File: config.mk
export PLATFORM = sky130hd
export DESIGN_NAME = cache_ctrl
export DESIGN_NICKNAME = d
export VERILOG_FILES = /design/src/design/cache_pkg.sv /design/src/design/cache_ctrl.sv
export SDC_FILE = /design/constraint.sdc
export NUM_CORES = 1
export LEC_CHECK = 0
export ABC_AREA = 0
export ABC_CLOCK_PERIOD_IN_PS = 4920
export BUFFER_PORTS_ARGS = -buffer_cell sky130_fd_sc_hd__buf_4
export CAP_MARGIN = 25
export CORE_ASPECT_RATIO = 1.5
export CORE_MARGIN = 4
export CORE_UTILIZATION = 40
export CTS_CLUSTER_DIAMETER = 30
export DETAILED_ROUTE_END_ITERATION = 8
export PLACE_DENSITY_LB_ADDON = 0.15
export SYNTH_ARGS = -nofsm -noshare
export SYNTH_HDL_FRONTEND = slang
export SYNTH_SLANG_ARGS = --single-unit
File: constraint.sdc
create_clock -name clk -period 4.92 [get_ports clk]
set_input_delay 0.738 -clock clk [delete_from_list [all_inputs] [get_ports clk]]
set_output_delay 0.738 -clock clk [all_outputs]
set_load 0.02 [all_outputs]
File: src/design/cache_pkg.sv
`default_nettype none

package cache_pkg;

    // geometry
    localparam int WAYS            = 4;
    localparam int BLOCK_BYTES     = 8;
    localparam int CACHE_BYTES     = 1024;
    localparam int WORDS_PER_BLOCK = BLOCK_BYTES / 4;
    localparam int SETS            = CACHE_BYTES / (BLOCK_BYTES * WAYS);
    localparam int OFFSET_BITS     = $clog2(BLOCK_BYTES);
    localparam int INDEX_BITS      = $clog2(SETS);
    localparam int TAG_BITS        = 32 - INDEX_BITS - OFFSET_BITS;

    typedef logic [31:0]                          word_t;
    typedef logic [31:0]                          addr_t;
    typedef logic [TAG_BITS-1:0]                  tag_t;
    typedef logic [INDEX_BITS-1:0]                index_t;
    typedef logic [$clog2(WORDS_PER_BLOCK)-1:0]   word_sel_t;
    typedef logic [$clog2(WAYS)-1:0]              way_t;
    typedef logic [$clog2(WAYS)-1:0]              age_t; // 0 newest, WAYS-1 is the victim

    typedef struct packed {
        addr_t addr;
        word_t wdata;
        logic  write;
    } cpu_req_t;

    typedef struct packed {
        addr_t addr;
        word_t wdata;
        logic  write;
    } mem_req_t;

    typedef enum logic [2:0] {
        ST_IDLE,
        ST_LOOKUP,
        ST_EVICT,
        ST_REFILL,
        ST_ACCESS
    } ctrl_state_t;

endpackage

`default_nettype wire

File: src/design/cache_ctrl.sv
`default_nettype none

module cache_ctrl #(
    parameter int COUNT_WIDTH = 21
) (
    input  wire logic                  clk,
    input  wire logic                  resetn,
    // processor side
    input  wire logic                  cpu_valid,
    input  wire cache_pkg::cpu_req_t   cpu_req,
    output logic                       cpu_ready,
    output cache_pkg::word_t           cpu_rdata,
    // memory side
    output logic                       mem_valid,
    output cache_pkg::mem_req_t        mem_req,
    input  wire logic                  mem_ready,
    input  wire cache_pkg::word_t      mem_rdata,
    // tag store
    output cache_pkg::index_t          ts_index,
    output cache_pkg::tag_t            ts_tag,
    input  wire logic                  hit,
    input  wire cache_pkg::way_t       hit_way,
    input  wire cache_pkg::way_t       victim_way,
    input  wire cache_pkg::tag_t       victim_tag,
    input  wire logic                  victim_valid,
    input  wire logic                  victim_dirty,
    output logic                       touch,
    output logic                       fill,
    output logic                       set_dirty,
    output logic                       clean,
    output cache_pkg::way_t            upd_way,
    // data store
    output cache_pkg::index_t          ds_index,
    output cache_pkg::way_t            ds_way,
    output cache_pkg::word_sel_t       ds_word_sel,
    input  wire cache_pkg::word_t      ds_rdata,
    output logic                       ds_we,
    output cache_pkg::word_t           ds_wdata,
    // statistics
    output logic [COUNT_WIDTH-1:0]     hits,
    output logic [COUNT_WIDTH-1:0]     misses
);

    cache_pkg::ctrl_state_t state;
    cache_pkg::cpu_req_t    req;      // latched request
    cache_pkg::way_t        way_q;    // hit way or victim
    cache_pkg::word_sel_t   word_cnt; // block word being moved
    cache_pkg::word_sel_t   req_word;

    logic mem_xfer;
    logic last_word;
    logic in_access;

    assign ts_index  = req.addr[cache_pkg::OFFSET_BITS +: cache_pkg::INDEX_BITS];
    assign ts_tag    = req.addr[31 -: cache_pkg::TAG_BITS];
    assign req_word  = req.addr[cache_pkg::OFFSET_BITS-1 -: $bits(cache_pkg::word_sel_t)];

    assign mem_xfer  = mem_valid && mem_ready;
    assign last_word = word_cnt == cache_pkg::word_sel_t'(cache_pkg::WORDS_PER_BLOCK - 1);
    assign in_access = state == cache_pkg::ST_ACCESS;

    assign upd_way   = way_q;
    assign touch     = in_access;
    assign set_dirty = in_access && req.write;
    assign clean     = state == cache_pkg::ST_EVICT && mem_xfer && last_word;
    assign fill      = state == cache_pkg::ST_REFILL && mem_xfer && last_word;

    assign ds_index    = ts_index;
    assign ds_way      = way_q;
    assign ds_word_sel = in_access ? req_word : word_cnt;
    assign ds_we       = (state == cache_pkg::ST_REFILL && mem_xfer) || set_dirty;
    assign ds_wdata    = in_access ? req.wdata : mem_rdata;

    always_ff @(posedge clk) begin
        if (!resetn) begin
            state     <= cache_pkg::ST_IDLE;
            cpu_ready <= 1'b0;
            mem_valid <= 1'b0;
            word_cnt  <= '0;
            hits      <= '0;
            misses    <= '0;
        end else begin
            cpu_ready <= 1'b0;
            case (state)
                cache_pkg::ST_IDLE: begin
                    if (cpu_valid && !cpu_ready) begin // skip the acked request
                        state <= cache_pkg::ST_LOOKUP;
                    end
                end
                cache_pkg::ST_LOOKUP: begin
                    word_cnt <= '0;
                    if (hit) begin
                        hits  <= hits + 1'b1;
                        state <= cache_pkg::ST_ACCESS;
                    end else begin
                        misses <= misses + 1'b1;
                        if (victim_valid && victim_dirty) begin
                            state <= cache_pkg::ST_EVICT;
                        end else begin
                            state <= cache_pkg::ST_REFILL;
                        end
                    end
                end
                cache_pkg::ST_EVICT, cache_pkg::ST_REFILL: begin
                    // one word per handshake, valid low for a cycle in between
                    if (!mem_valid) begin
                        mem_valid <= 1'b1;
                    end else if (mem_ready) begin
                        mem_valid <= 1'b0;
                        word_cnt  <= word_cnt + 1'b1;
                        if (last_word) begin
                            if (state == cache_pkg::ST_EVICT) begin
                                state <= cache_pkg::ST_REFILL;
                            end else begin
                                state <= cache_pkg::ST_ACCESS;
                            end
                        end
                    end
                end
                cache_pkg::ST_ACCESS: begin
                    cpu_ready <= 1'b1;
                    state     <= cache_pkg::ST_IDLE;
                end
                default: state <= cache_pkg::ST_IDLE;
            endcase
        end
    end

    // payload registers
    always_ff @(posedge clk) begin
        if (state == cache_pkg::ST_IDLE) begin
            req <= cpu_req;
        end
        if (state == cache_pkg::ST_LOOKUP) begin
            way_q <= hit ? hit_way : victim_way;
        end
        if (state == cache_pkg::ST_EVICT && !mem_valid) begin
            mem_req.addr  <= cache_pkg::addr_t'({victim_tag, ts_index, word_cnt, 2'b00});
            mem_req.wdata <= ds_rdata;
            mem_req.write <= 1'b1;
        end
        if (state == cache_pkg::ST_REFILL && !mem_valid) begin
            mem_req.addr  <= cache_pkg::addr_t'({ts_tag, ts_index, word_cnt, 2'b00});
            mem_req.wdata <= '0;
            mem_req.write <= 1'b0;
        end
        if (in_access && !req.write) begin
            cpu_rdata <= ds_rdata;
        end
    end

endmodule

`default_nettype wire

==> metrics.md, run 1 <==
| Metric | Value |
|---|---|
| Peak Freq | `approximately 320 MHz` |
| Hold wc startpoint | `cpu_req[37]` |
| Sequential area share after synthesis | `0.658` |
| Outcome | `finished, final reports clean` |
| Clock power frac | `0.397` |
| Pwr dens | `roughly 480 nW/µm²` |
| Max clock buf depth | `3` |
| Clock transition at path regs | `roughly 0.060 ns` |
| RSZ-0062 raised after global routing | `no` |
| Inserted Clock Buffers | `35` |
| Mux cell area share after synthesis | `0.0564` |
| Mean area per synthesized cell | `about 12 µm²` |
| Mapped Cells | `around 660` |
| R2r worst-path depth | `3` |
| Vias in the first global route | `~6.4k` |
| Critical path endpoint category | `output pin` |
| Die Wd | `roughly 130 µm` |
| Die height | `roughly 180 µm` |
| Io pins | `between 300 and 400` |
| Global-route wire length before repair | `~36000 µm` |
| Post-Synth Simple-Gate Area | `0.131` |
| Met1 WL | `between 9000 and 10000 µm` |
| CTS H-tree depth | `2` |
| Via count | `approximately 6.5k` |
| Drt pass-1 iters | `4` |
| Synth-to-Final Area Change | `48.7%` |
| Largest family of logic cells by synthesized area | `simple AND/OR/NAND/NOR gates` |
| Dpl hpwl | `about 18000 µm` |
| Adder-cell area share of the yosys netlist | `0.00303` |
| Initial Util | `0.406` |
| Final Hold Fails | `0` |
| Total die area | `23000 µm²` |
| Uppermost layer routed | `met4` |
| Max-cap violation count | `0` |
| GRT Overall Usage | `0.198` |
| Count of state elements after synthesis | `208` |
| Setup violations, final | `0` |
| Clock sinks | `~210` |
| Async S/R FF share, synth | `0` |
| Post-Synth XOR/XNOR Area | `0.0202` |
| Tcrit/Tclk final | `0.632` |
| DRC | `0` |
| Yosys warnings | `0` |
| Max VDD drop | `roughly 0.00028 V` |
| Min Tclk post-route | `around 3.1 ns` |
| Routability cong. | `approximately 0.8` |
| Post-CTS Resized | `0` |
| Cell area after synthesis | `8260 µm²` |
| Clock root buffer | `clkbuf_16` |
| LEAKAGE | `around 5.1 nW` |
| Row cnt | `64` |
| Setup TNS | `0 ns` |
| Min-Delay Path Class | `in -> reg` |
| Ant diodes | `0` |
| DR iter-0 viols | `between 300 and 400` |
| Critical path required time | `approximately 4.2 ns` |
| Hold Path Depth | `1` |
| P_sw | `0.00164 W` |
| Synth cell types | `between 40 and 50` |
| Avg WL per Cell | `~19 µm` |
| CTS tree | `yes` |
| Hold_buf cts | `0` |
| Worst skew pair latency | `around 0.50 ns` |
| Setup CP Type | `reg -> out` |
| Slew Viols, Final | `0` |
| Rel. slew slack | `0.359` |
| Layout cells sized above 1 | `0.467` |
| Reg power frac | `0.395` |
| Initial antenna violation count | `0` |
| Met3 wire length | `1970 µm` |
| Sw Share | `0.279` |
| Postcts setup bufs | `0` |
| Total core area | `approximately 20000 µm²` |
| Total congestion overflow | `0` |
| Worst setup slack after layout | `between 1.5 and 2 ns` |
| Startpoint types | `flop` |
| Crit Reg-Reg Startpoint | `state[2]$_SDFFE_PN0P_` |
| Final core utilization | `0.603` |
| Port bufs | `about 380` |
| Top FF cell, synth | `edfxtp_1` |
| Crit-path max FO | `35` |
| Critical path launch point | `state[2]$_SDFFE_PN0P_` |
| Tightest Pin Transition | `roughly 0.96 ns` |
| Largest net degree at the start of global routing | `44` |
| Place WS | `between 2 and 2.5 ns` |
| Post-synth EDFFs | `between 100 and 150` |
| Combinational fraction of design power | `0.208` |
| Cell Int Power | `around 0.0042 W` |
| Compound-Gate Fraction of Synth Area | `0.0749` |
| Met2 Wirelength | `between 10000 and 15000 µm` |
| Final nets | `1181` |
| Vias per inst | `about 5.0` |
| Post-route ant nets | `0` |
| Final setup skew | `0.0216 ns` |
| Worst EP arrival | `about 2.4 ns` |
| Final WL | `roughly 24000 µm` |
-- stage by stage --
step	hold WS, ns	total power, W	cell area, µm²	instances
final	0.415	0.00589	12300	1305
after floorplan	0.495	0.00303	8260	665
after global placement	0.444	0.00355	11100	1240
after detailed placement	0.447	0.00360	11100	1242
after global routing	0.394	0.00614	12300	1305
after CTS	0.391	0.00597	12300	1305
-- worst max-delay path: stages, from the launching register on --
cell,delay (ns)
dfxtp_1,0.67
and2_1,0.21
buf_4,0.41
mux2_2,0.40
buf_4,0.16
-- layout make-up --
cell class	count	area [µm²]
timing repair buffer	383	2920
sequential	208	5440
fill	1719	8070
tap	264	330
multi-input combinational	377	2410
clock inverter	18	189
clock buffer	45	953
inverter	10	37.5
-- registers in the layout, summed over array words and instances, names as in the netlist --
signal     flops
mem_req       63
req           34
cpu_rdata     32
ts_tag        24
hits          21
misses        21
ds_index       5
state          3
ds_way         2
cpu_ready      1
last_word      1
mem_valid      1
-- cells in the mapped netlist (10+ instances only) --
master	number	area share
o21ai_0	10	0.0061
a21oi_1	53	0.032
a22o_1	24	0.025
dfxtp_1	81	0.20
nand4_1	15	0.011
edfxtp_1	127	0.46
nand2_1	90	0.041
clkbuf_1	19	0.0086
mux2_2	36	0.049
nor2_1	32	0.015
buf_4	38	0.035
xnor2_1	10	0.011
nand3_1	13	0.0079
inv_1	10	0.0045
-- cell usage in the layout (no fill, tap or decap), drive strengths merged, types with 9 or more instances in the layout --
cell      n
a21oi    53
clkinv   10
nor2     32
xor2      9
buf     383
xnor2    10
nand3    14
inv      14
or4       9
mux2     36
nand2    90
o21ai    10
edfxtp  127
dfxtp    81
clkbuf   45
a22o     24
nand4    15
-- kinds of logic after synthesis --
kind of cell | count (synthesis)
AND/OR/NAND/NOR | 213
flip-flops | 208
AO/OA/AOI/OAI | 99
buffers and inverters | 80
multiplexers | 42
XOR/XNOR | 19
adder cells (fa/ha/maj) | 2
other | 1
-- power by group through the flow --
stage                     Clock [W]  Combinational [W]  Sequential, W
after floorplan                   0           0.000510        0.00252
after global placement            0            0.00120        0.00235
after detailed placement          0            0.00124        0.00236
after CTS                   0.00240            0.00124        0.00233
after global routing        0.00248            0.00130        0.00236
final                       0.00234            0.00122        0.00233
-- path summary, 6_finish.rpt --
path | to | slack (ns)
worst max-delay path | ds_wdata[8] | 1.81
worst max register to register | cpu_rdata[14]$_DFFE_PP_ | 2.34
worst min-delay path | ds_index[1]$_DFFE_PN_ | 0.42
worst min register to register | mem_req[4]$_SDFFE_PP0N_ | 0.45
-- per-layer routing --
| layer | track usage | vias up |
|---|---|---|
| met5 | 0 | - |
| met4 | 0.0764 | 0 |
| met3 | 0.0613 | 52 |
| met2 | 0.346 | 283 |
| met1 | 0.228 | 3054 |
| li1 | - | 3079 |
No activity file was read; power rests on OpenSTA's default activity.
==> inputs of run 2 (changes only) <==
ABC_AREA = 1   (was 0)
ABC_CLOCK_PERIOD_IN_PS = 2600   (was 4920)
clock period = 2.6 ns   (was 4.92 ns; I/O delays follow)
==> metrics.md, run 2 <==
| Metric | Value |
|---|---|
| Startpoint types | `flop` |
| Initial antenna violation count | `0` |
| Drt pass-1 iters | `5` |
| Clock root buffer | `clkbuf_16` |
| Sequential area share after synthesis | `0.625` |
| Layout cells sized above 1 | `0.369` |
| Setup CP Type | `reg -> out` |
| Post-route ant nets | `0` |
| Cell Int Power | `0.00923 W` |
| Synth top area cells | `edfxtp_1, dfxtp_1, nand2_1` |
| Largest regs | `mem_req: 63 flops, req: 34 flops, cpu_rdata: 32 flops` |
| Worst EP arrival | `~2 ns` |
| Hold Path Sink | `ts_tag[21]$_DFFE_PN_` |
| Final WL | `between 20000 and 30000 µm` |
| Total congestion overflow | `0` |
| Max-cap violation count | `0` |
| Crit-path max FO | `35` |
| Top FF cell, synth | `edfxtp_1` |
| Tightest Pin Transition | `between 0.6 and 0.7 ns` |
| Setup TNS | `0 ns` |
| R2r worst-path depth | `8` |
| Tcrit/Tclk final | `0.902` |
| Final nets | `1408` |
| Max clock buf depth | `3` |
| Clock power frac | `0.319` |
| Min Tclk post-route | `2.35 ns` |
| Mapped Cells | `881` |
| Cell area after synthesis | `between 8000 and 9000 µm²` |
| Commonest non-fill, non-tap cells in the layout | `buf_4, nand2_1, edfxtp_1, nor2_1, dfxtp_1` |
| Fill cell total of the finished layout | `1876` |
| Combinational fraction of design power | `0.314` |
| Synth top cells by count | `nand2_1, edfxtp_1, nor2_1, dfxtp_1, inv_1` |
| Io pins | `381` |
| Total die area | `24200 µm²` |
| Hold wc startpoint | `cpu_req[62]` |
| Hold WS | `about 0.066 ns` |
| Critical path required time | `2.21 ns` |
| Port bufs | `about 380` |
| Hold Path Depth | `1` |
| Max VDD drop | `between 0.0005 and 0.0006 V` |
| Final core utilization | `0.596` |
| Synth-to-Final Area Change | `45.5%` |
| Clock transition at path regs | `~0.06 ns` |
| Synth cell types | `33` |
| Final setup skew | `0.0130 ns` |
| Setup violations, final | `0` |
| Dpl hpwl | `20300 µm` |
| Clock sinks | `around 210` |
| Rel. slew slack | `0.568` |
| Reg with most FFs | `mem_req` |
| Place WS | `between 0.6 and 0.7 ns` |
| Ant diodes | `0` |
| Min-Delay Path Class | `in -> reg` |
| DRC | `0` |
| Post-synth EDFFs | `around 130` |
| Commonest non-fill, non-tap cell in the layout | `buf_4` |
| Via count | `between 7k and 8k` |
| Async S/R FF share, synth | `0` |
| LEAKAGE | `~5.6 nW` |
| Die height | `189 µm` |
| Row cnt | `65` |
| Routability cong. | `approximately 0.84` |
| DR iter-0 viols | `roughly 380` |
| Most common cell in the netlist | `nand2_1` |
| RSZ-0062 raised after global routing | `no` |
| Top-area cell type share of the netlist area | `0.438` |
| Vias in the first global route | `about 7.1k` |
| Post-synth top area cell | `edfxtp_1` |
| Mean area per synthesized cell | `9.87 µm²` |
| Crit Reg-Reg Startpoint | `state[0]$_SDFFE_PN0P_` |
| Outcome | `finished, final reports clean` |
| Worst skew pair latency | `a little under 0.5 ns` |
| CTS tree | `yes` |
| Peak Freq | `approximately 430 MHz` |
| Initial Util | `0.410` |
| Final Hold Fails | `0` |
| R2R Path End | `mem_req[58]$_DFFE_PP_` |
| Die Wd | `~130 µm` |
| Flop-to-flop setup slack | `0.66 ns` |
| GRT Overall Usage | `0.215` |
| CTS H-tree depth | `2` |
| Avg WL per Cell | `17.6 µm` |
| Postcts setup bufs | `0` |
| Global-route wire length before repair | `between 40000 and 50000 µm` |
| Pwr dens | `roughly 1100 nW/µm²` |
| Reg power frac | `0.367` |
| Max reg flops | `between 60 and 70` |
| Sw Share | `0.341` |
| Worst setup slack after layout | `between 0.2 and 0.3 ns` |
| P_sw | `roughly 0.0048 W` |
| Vias per inst | `about 4.8` |
| Count of state elements after synthesis | `208` |
| Largest net degree at the start of global routing | `between 50 and 60` |
| Total core area | `21200 µm²` |
| Yosys warnings | `0` |
| Critical path endpoint category | `output pin` |
| Inserted Clock Buffers | `35` |
| Slew Viols, Final | `0` |
## run 2: final cells by class
type / instances / area [µm²] / area share
sequential: 208 / 5440 / 0.430
timing repair buffer: 388 / 2930 / 0.231
multi-input combinational: 538 / 2530 / 0.200
clock buffer: 40 / 915 / 0.0723
tap: 268 / 335 / 0.0265
inverter: 71 / 269 / 0.0213
clock inverter: 23 / 243 / 0.0192
## run 2: logic make-up (layout without fill, tap and decap cells)
logic type	Yosys count	in the layout	synth area share
simple gates	443	443	0.219
fa+ha+maj	2	2	0.00288
flops	208	208	0.625
compound gates	86	86	0.0616
xor+xnor	5	5	0.00504
other cells	1	2	0.000431
buf+inv	136	522	0.0857
## run 2: what timing repair did
| action | 4_1_cts | 5_1_grt |
|---|---|---|
| endpoints found under the setup margin | 0 | 14 |
| hold buffers | 0 | 0 |
| resized for setup | 0 | 3 |
| hold endpoints to repair | 0 | 0 |
## run 2: power groups by stage
stage          logic (W)  clock network (W)  registers [W]
3_5_place_dp     0.00446                  0        0.00521
3_3_place_gp     0.00439                  0        0.00518
6_report         0.00440            0.00448        0.00514
4_1_cts          0.00447            0.00458        0.00515
5_1_grt          0.00474            0.00477        0.00525
2_1_floorplan    0.00216                  0        0.00575
## run 2: worst max-delay path by stage
| stage | startpoint | end | slack, ns | cells after the start |
|---|---|---|---|---|
| floorplan | state[1]$_SDFFE_PN0P_ | cpu_rdata[0]$_DFFE_PP_ | 0.32 | 6 |
| global placement | state[1]$_SDFFE_PN0P_ | cpu_rdata[0]$_DFFE_PP_ | 0.62 | 6 |
| detailed placement | state[1]$_SDFFE_PN0P_ | cpu_rdata[18]$_DFFE_PP_ | 0.60 | 6 |
| CTS | state[1]$_SDFFE_PN0P_ | ds_wdata[15] | 0.15 | 7 |
| global route | state[1]$_SDFFE_PN0P_ | ds_wdata[29] | 0.03 | 7 |
| finish | state[1]$_SDFFE_PN0P_ | ds_wdata[9] | 0.25 | 7 |
## run 2: layer usage
metal,vias up,routed length [µm],global-route usage
li1,3604,-,-
met1,3413,9600,0.242
met2,286,14000,0.382
met3,62,2430,0.0584
met4,0,1040,0.0825
met5,-,0,0
## run 2: through the flow
step | instance area [µm²] | power (W) | instances
final | 12700 | 0.0140 | 1536
after CTS | 12600 | 0.0142 | 1536
after global placement | 11500 | 0.00958 | 1473
after floorplan | 8700 | 0.00790 | 882
after detailed placement | 11500 | 0.00967 | 1473
after global routing | 12700 | 0.0148 | 1536
## run 2: worst max-delay path, stage by stage (launching register included)
cell	delay, ns
dfxtp_1	0.36
nor2_1	0.22
inv_1	0.10
nor2_4	0.13
buf_6	0.27
nand2_1	0.14
nand2_1	0.10
buf_4	0.14
==> inputs of run 3 (changes only) <==
--- a/config.mk
+++ b/config.mk
@@ -7,5 +7,4 @@
 export LEC_CHECK = 0
 export ABC_AREA = 1
-export ABC_CLOCK_PERIOD_IN_PS = 2600
 export BUFFER_PORTS_ARGS = -buffer_cell sky130_fd_sc_hd__buf_4
 export CAP_MARGIN = 25
==> constraint.sdc (replaced) <==
create_clock -name clk -period 2.4 [get_ports clk]
set_input_delay 0.36 -clock clk [delete_from_list [all_inputs] [get_ports clk]]
set_output_delay 0.36 -clock clk [all_outputs]
set_load 0.05 [all_outputs]
==> metrics.md, run 3 (synthesized netlist as in run 2, its figures left out) <==
| Metric | Value |
|---|---|
| Outcome | `finished, final reports clean` |
| Setup TNS | `0 ns` |
| Inserted Clock Buffers | `37` |
| CP max stage cell | `dfxtp_1` |
| Clock sinks | `between 200 and 250` |
| Clock transition at path regs | `0.06 ns` |
| Slew Viols, Final | `0` |
| Port bufs | `376` |
| Reg power frac | `0.312` |
| RSZ-0062 raised after global routing | `yes` |
| Tightest Pin Transition | `~0.63 ns` |
| Routability cong. | `0.842` |
| P_sw | `~0.0072 W` |
| Combinational fraction of design power | `0.373` |
| Io pins | `around 380` |
| Setup CP Type | `reg -> out` |
| Uppermost layer routed | `met4` |
| Dpl hpwl | `around 20000 µm` |
| Clock root buffer | `clkbuf_16` |
| Worst EP arrival | `1.92 ns` |
| Critical path required time | `approximately 2.0 ns` |
| Avg WL per Cell | `17.6 µm` |
| Initial antenna violation count | `0` |
| Min-Delay Path Class | `in -> reg` |
| Rel. slew slack | `0.580` |
| Worst stage delay on the critical path | `roughly 0.37 ns` |
| Crit-path max FO | `35` |
| Post-route ant nets | `0` |
| Initial Util | `0.410` |
| Place WS | `about 0.42 ns` |
| Max clock buf depth | `3` |
| Total congestion overflow | `0` |
| LEAKAGE | `between 5 and 6 nW` |
| CTS tree | `yes` |
| Dpl cell area | `about 11000 µm²` |
| Met1 WL | `roughly 10000 µm` |
| Max-cap violation count | `0` |
| Cell Int Power | `between 0.01 and 0.015 W` |
| Row cnt | `65` |
| Clock power frac | `0.315` |
| Commonest non-fill, non-tap cells in the layout | `buf_4, nand2_1, edfxtp_1, nor2_1, dfxtp_1` |
| Final nets | `~1.4k` |
| Crit path top cell by count | `nand2_1` |
| Total die area | `~24000 µm²` |
| Peak Freq | `roughly 440 MHz` |
| Sw Share | `0.399` |
| Commonest non-fill, non-tap cell in the layout | `buf_4` |
| Final setup skew | `around 0.018 ns` |
| Die Wd | `about 130 µm` |
| Reg with most FFs | `mem_req` |
| Final Hold Fails | `0` |
| Via count | `7350` |
| Min Tclk post-route | `2.28 ns` |
| Met2 Wirelength | `between 10000 and 15000 µm` |
| Die height | `about 190 µm` |
| DRC | `0` |
| Vias per inst | `around 4.8` |
| Global-route wire length before repair | `40400 µm` |
| Startpoint types | `flop` |
| Critical path endpoint category | `output pin` |
| Largest net degree at the start of global routing | `64` |
| Worst setup slack after layout | `approximately 0.12 ns` |
| Worst skew pair latency | `0.50 ns` |
| Total core area | `between 20000 and 25000 µm²` |
| Drt pass-1 iters | `5` |
| Max reg flops | `between 60 and 70` |
| Synth-to-Final Area Change | `48.1%` |
| CP Cell Sequence | `nor2_2 > inv_1 > nor2_4 > buf_12 > nand2_1 > nand2_1 > buf_4` |
| Setup violations, final | `0` |
| Tcrit/Tclk final | `0.948` |
| Post-route cell area | `approximately 13000 µm²` |
| DR iter-0 viols | `between 400 and 500` |
| Layout cells sized above 1 | `0.374` |
| Max VDD drop | `around 0.0007 V` |
| Ant diodes | `0` |
| GRT Overall Usage | `0.214` |
| CTS H-tree depth | `2` |
| Postcts setup bufs | `0` |
| Met3 wire length | `roughly 2400 µm` |
| Pwr dens | `1390 nW/µm²` |
| Final WL | `~27000 µm` |
| Largest regs | `mem_req: 63 flops, req: 34 flops, cpu_rdata: 32 flops` |
| Vias in the first global route | `between 7k and 8k` |
-- run 3: final cells by class --
class,instances,area [µm²]
inverter,71,272
clock inverter,24,349
clock buffer,44,1020
sequential,208,5440
tap,268,335
timing repair buffer,386,2940
fill,1899,8350
multi-input combinational,538,2530
-- run 3: critical path, delay by kind of cell (launching register included) --
family        cells  cell delay, ns
simple gates      4            0.52
buf+inv           3            0.51
flops             1            0.37
-- run 3: power groups by stage --
stage,clock (W),sequential (W),combinational [W]
final,0.00565,0.00558,0.00668
after global routing,0.00595,0.00570,0.00703
after CTS,0.00576,0.00559,0.00673
after detailed placement,0,0.00565,0.00671
after global placement,0,0.00562,0.00667
after floorplan,0,0.00735,0.00311
-- run 3: per-layer routing --
layer / global-route usage / vias up
li1: - / 3619
met1: 0.245 / 3394
met2: 0.384 / 288
met3: 0.0530 / 49
met4: 0.0764 / 0
met5: 0 / -
-- run 3: path summary, 6_finish.rpt --
kind	slack [ns]	depth (start not counted)	from	end
max	0.12	7	state[1]$_SDFFE_PN0P_	ds_wdata[1]
min	0.03	1	cpu_req[46]	ts_tag[5]$_DFFE_PN_
max reg2reg	0.40	7	state[0]$_SDFFE_PN0P_	mem_req[19]$_SDFFE_PP0N_
min reg2reg	0.46	2	mem_req[23]$_SDFFE_PP0N_	mem_req[23]$_SDFFE_PP0N_
-- run 3: repair_timing --
action,4_1_cts,5_1_grt
endpoints found under the hold margin,0,0
hold buffers,0,0
endpoints found under the setup margin,34,33
resized for setup,3,3
-- run 3: per-stage QoR --
step / std cells / hold WS, ns / total power, W / utilization
2_1_floorplan: 882 / 0.459 / 0.0105 / -
3_3_place_gp: 1471 / 0.449 / 0.0123 / 0.541
3_5_place_dp: 1471 / 0.454 / 0.0124 / 0.541
4_1_cts: 1539 / 0.00573 / 0.0181 / 0.606
5_1_grt: 1539 / 0.00137 / 0.0187 / 0.607
6_report: 1539 / 0.0291 / 0.0179 / 0.607
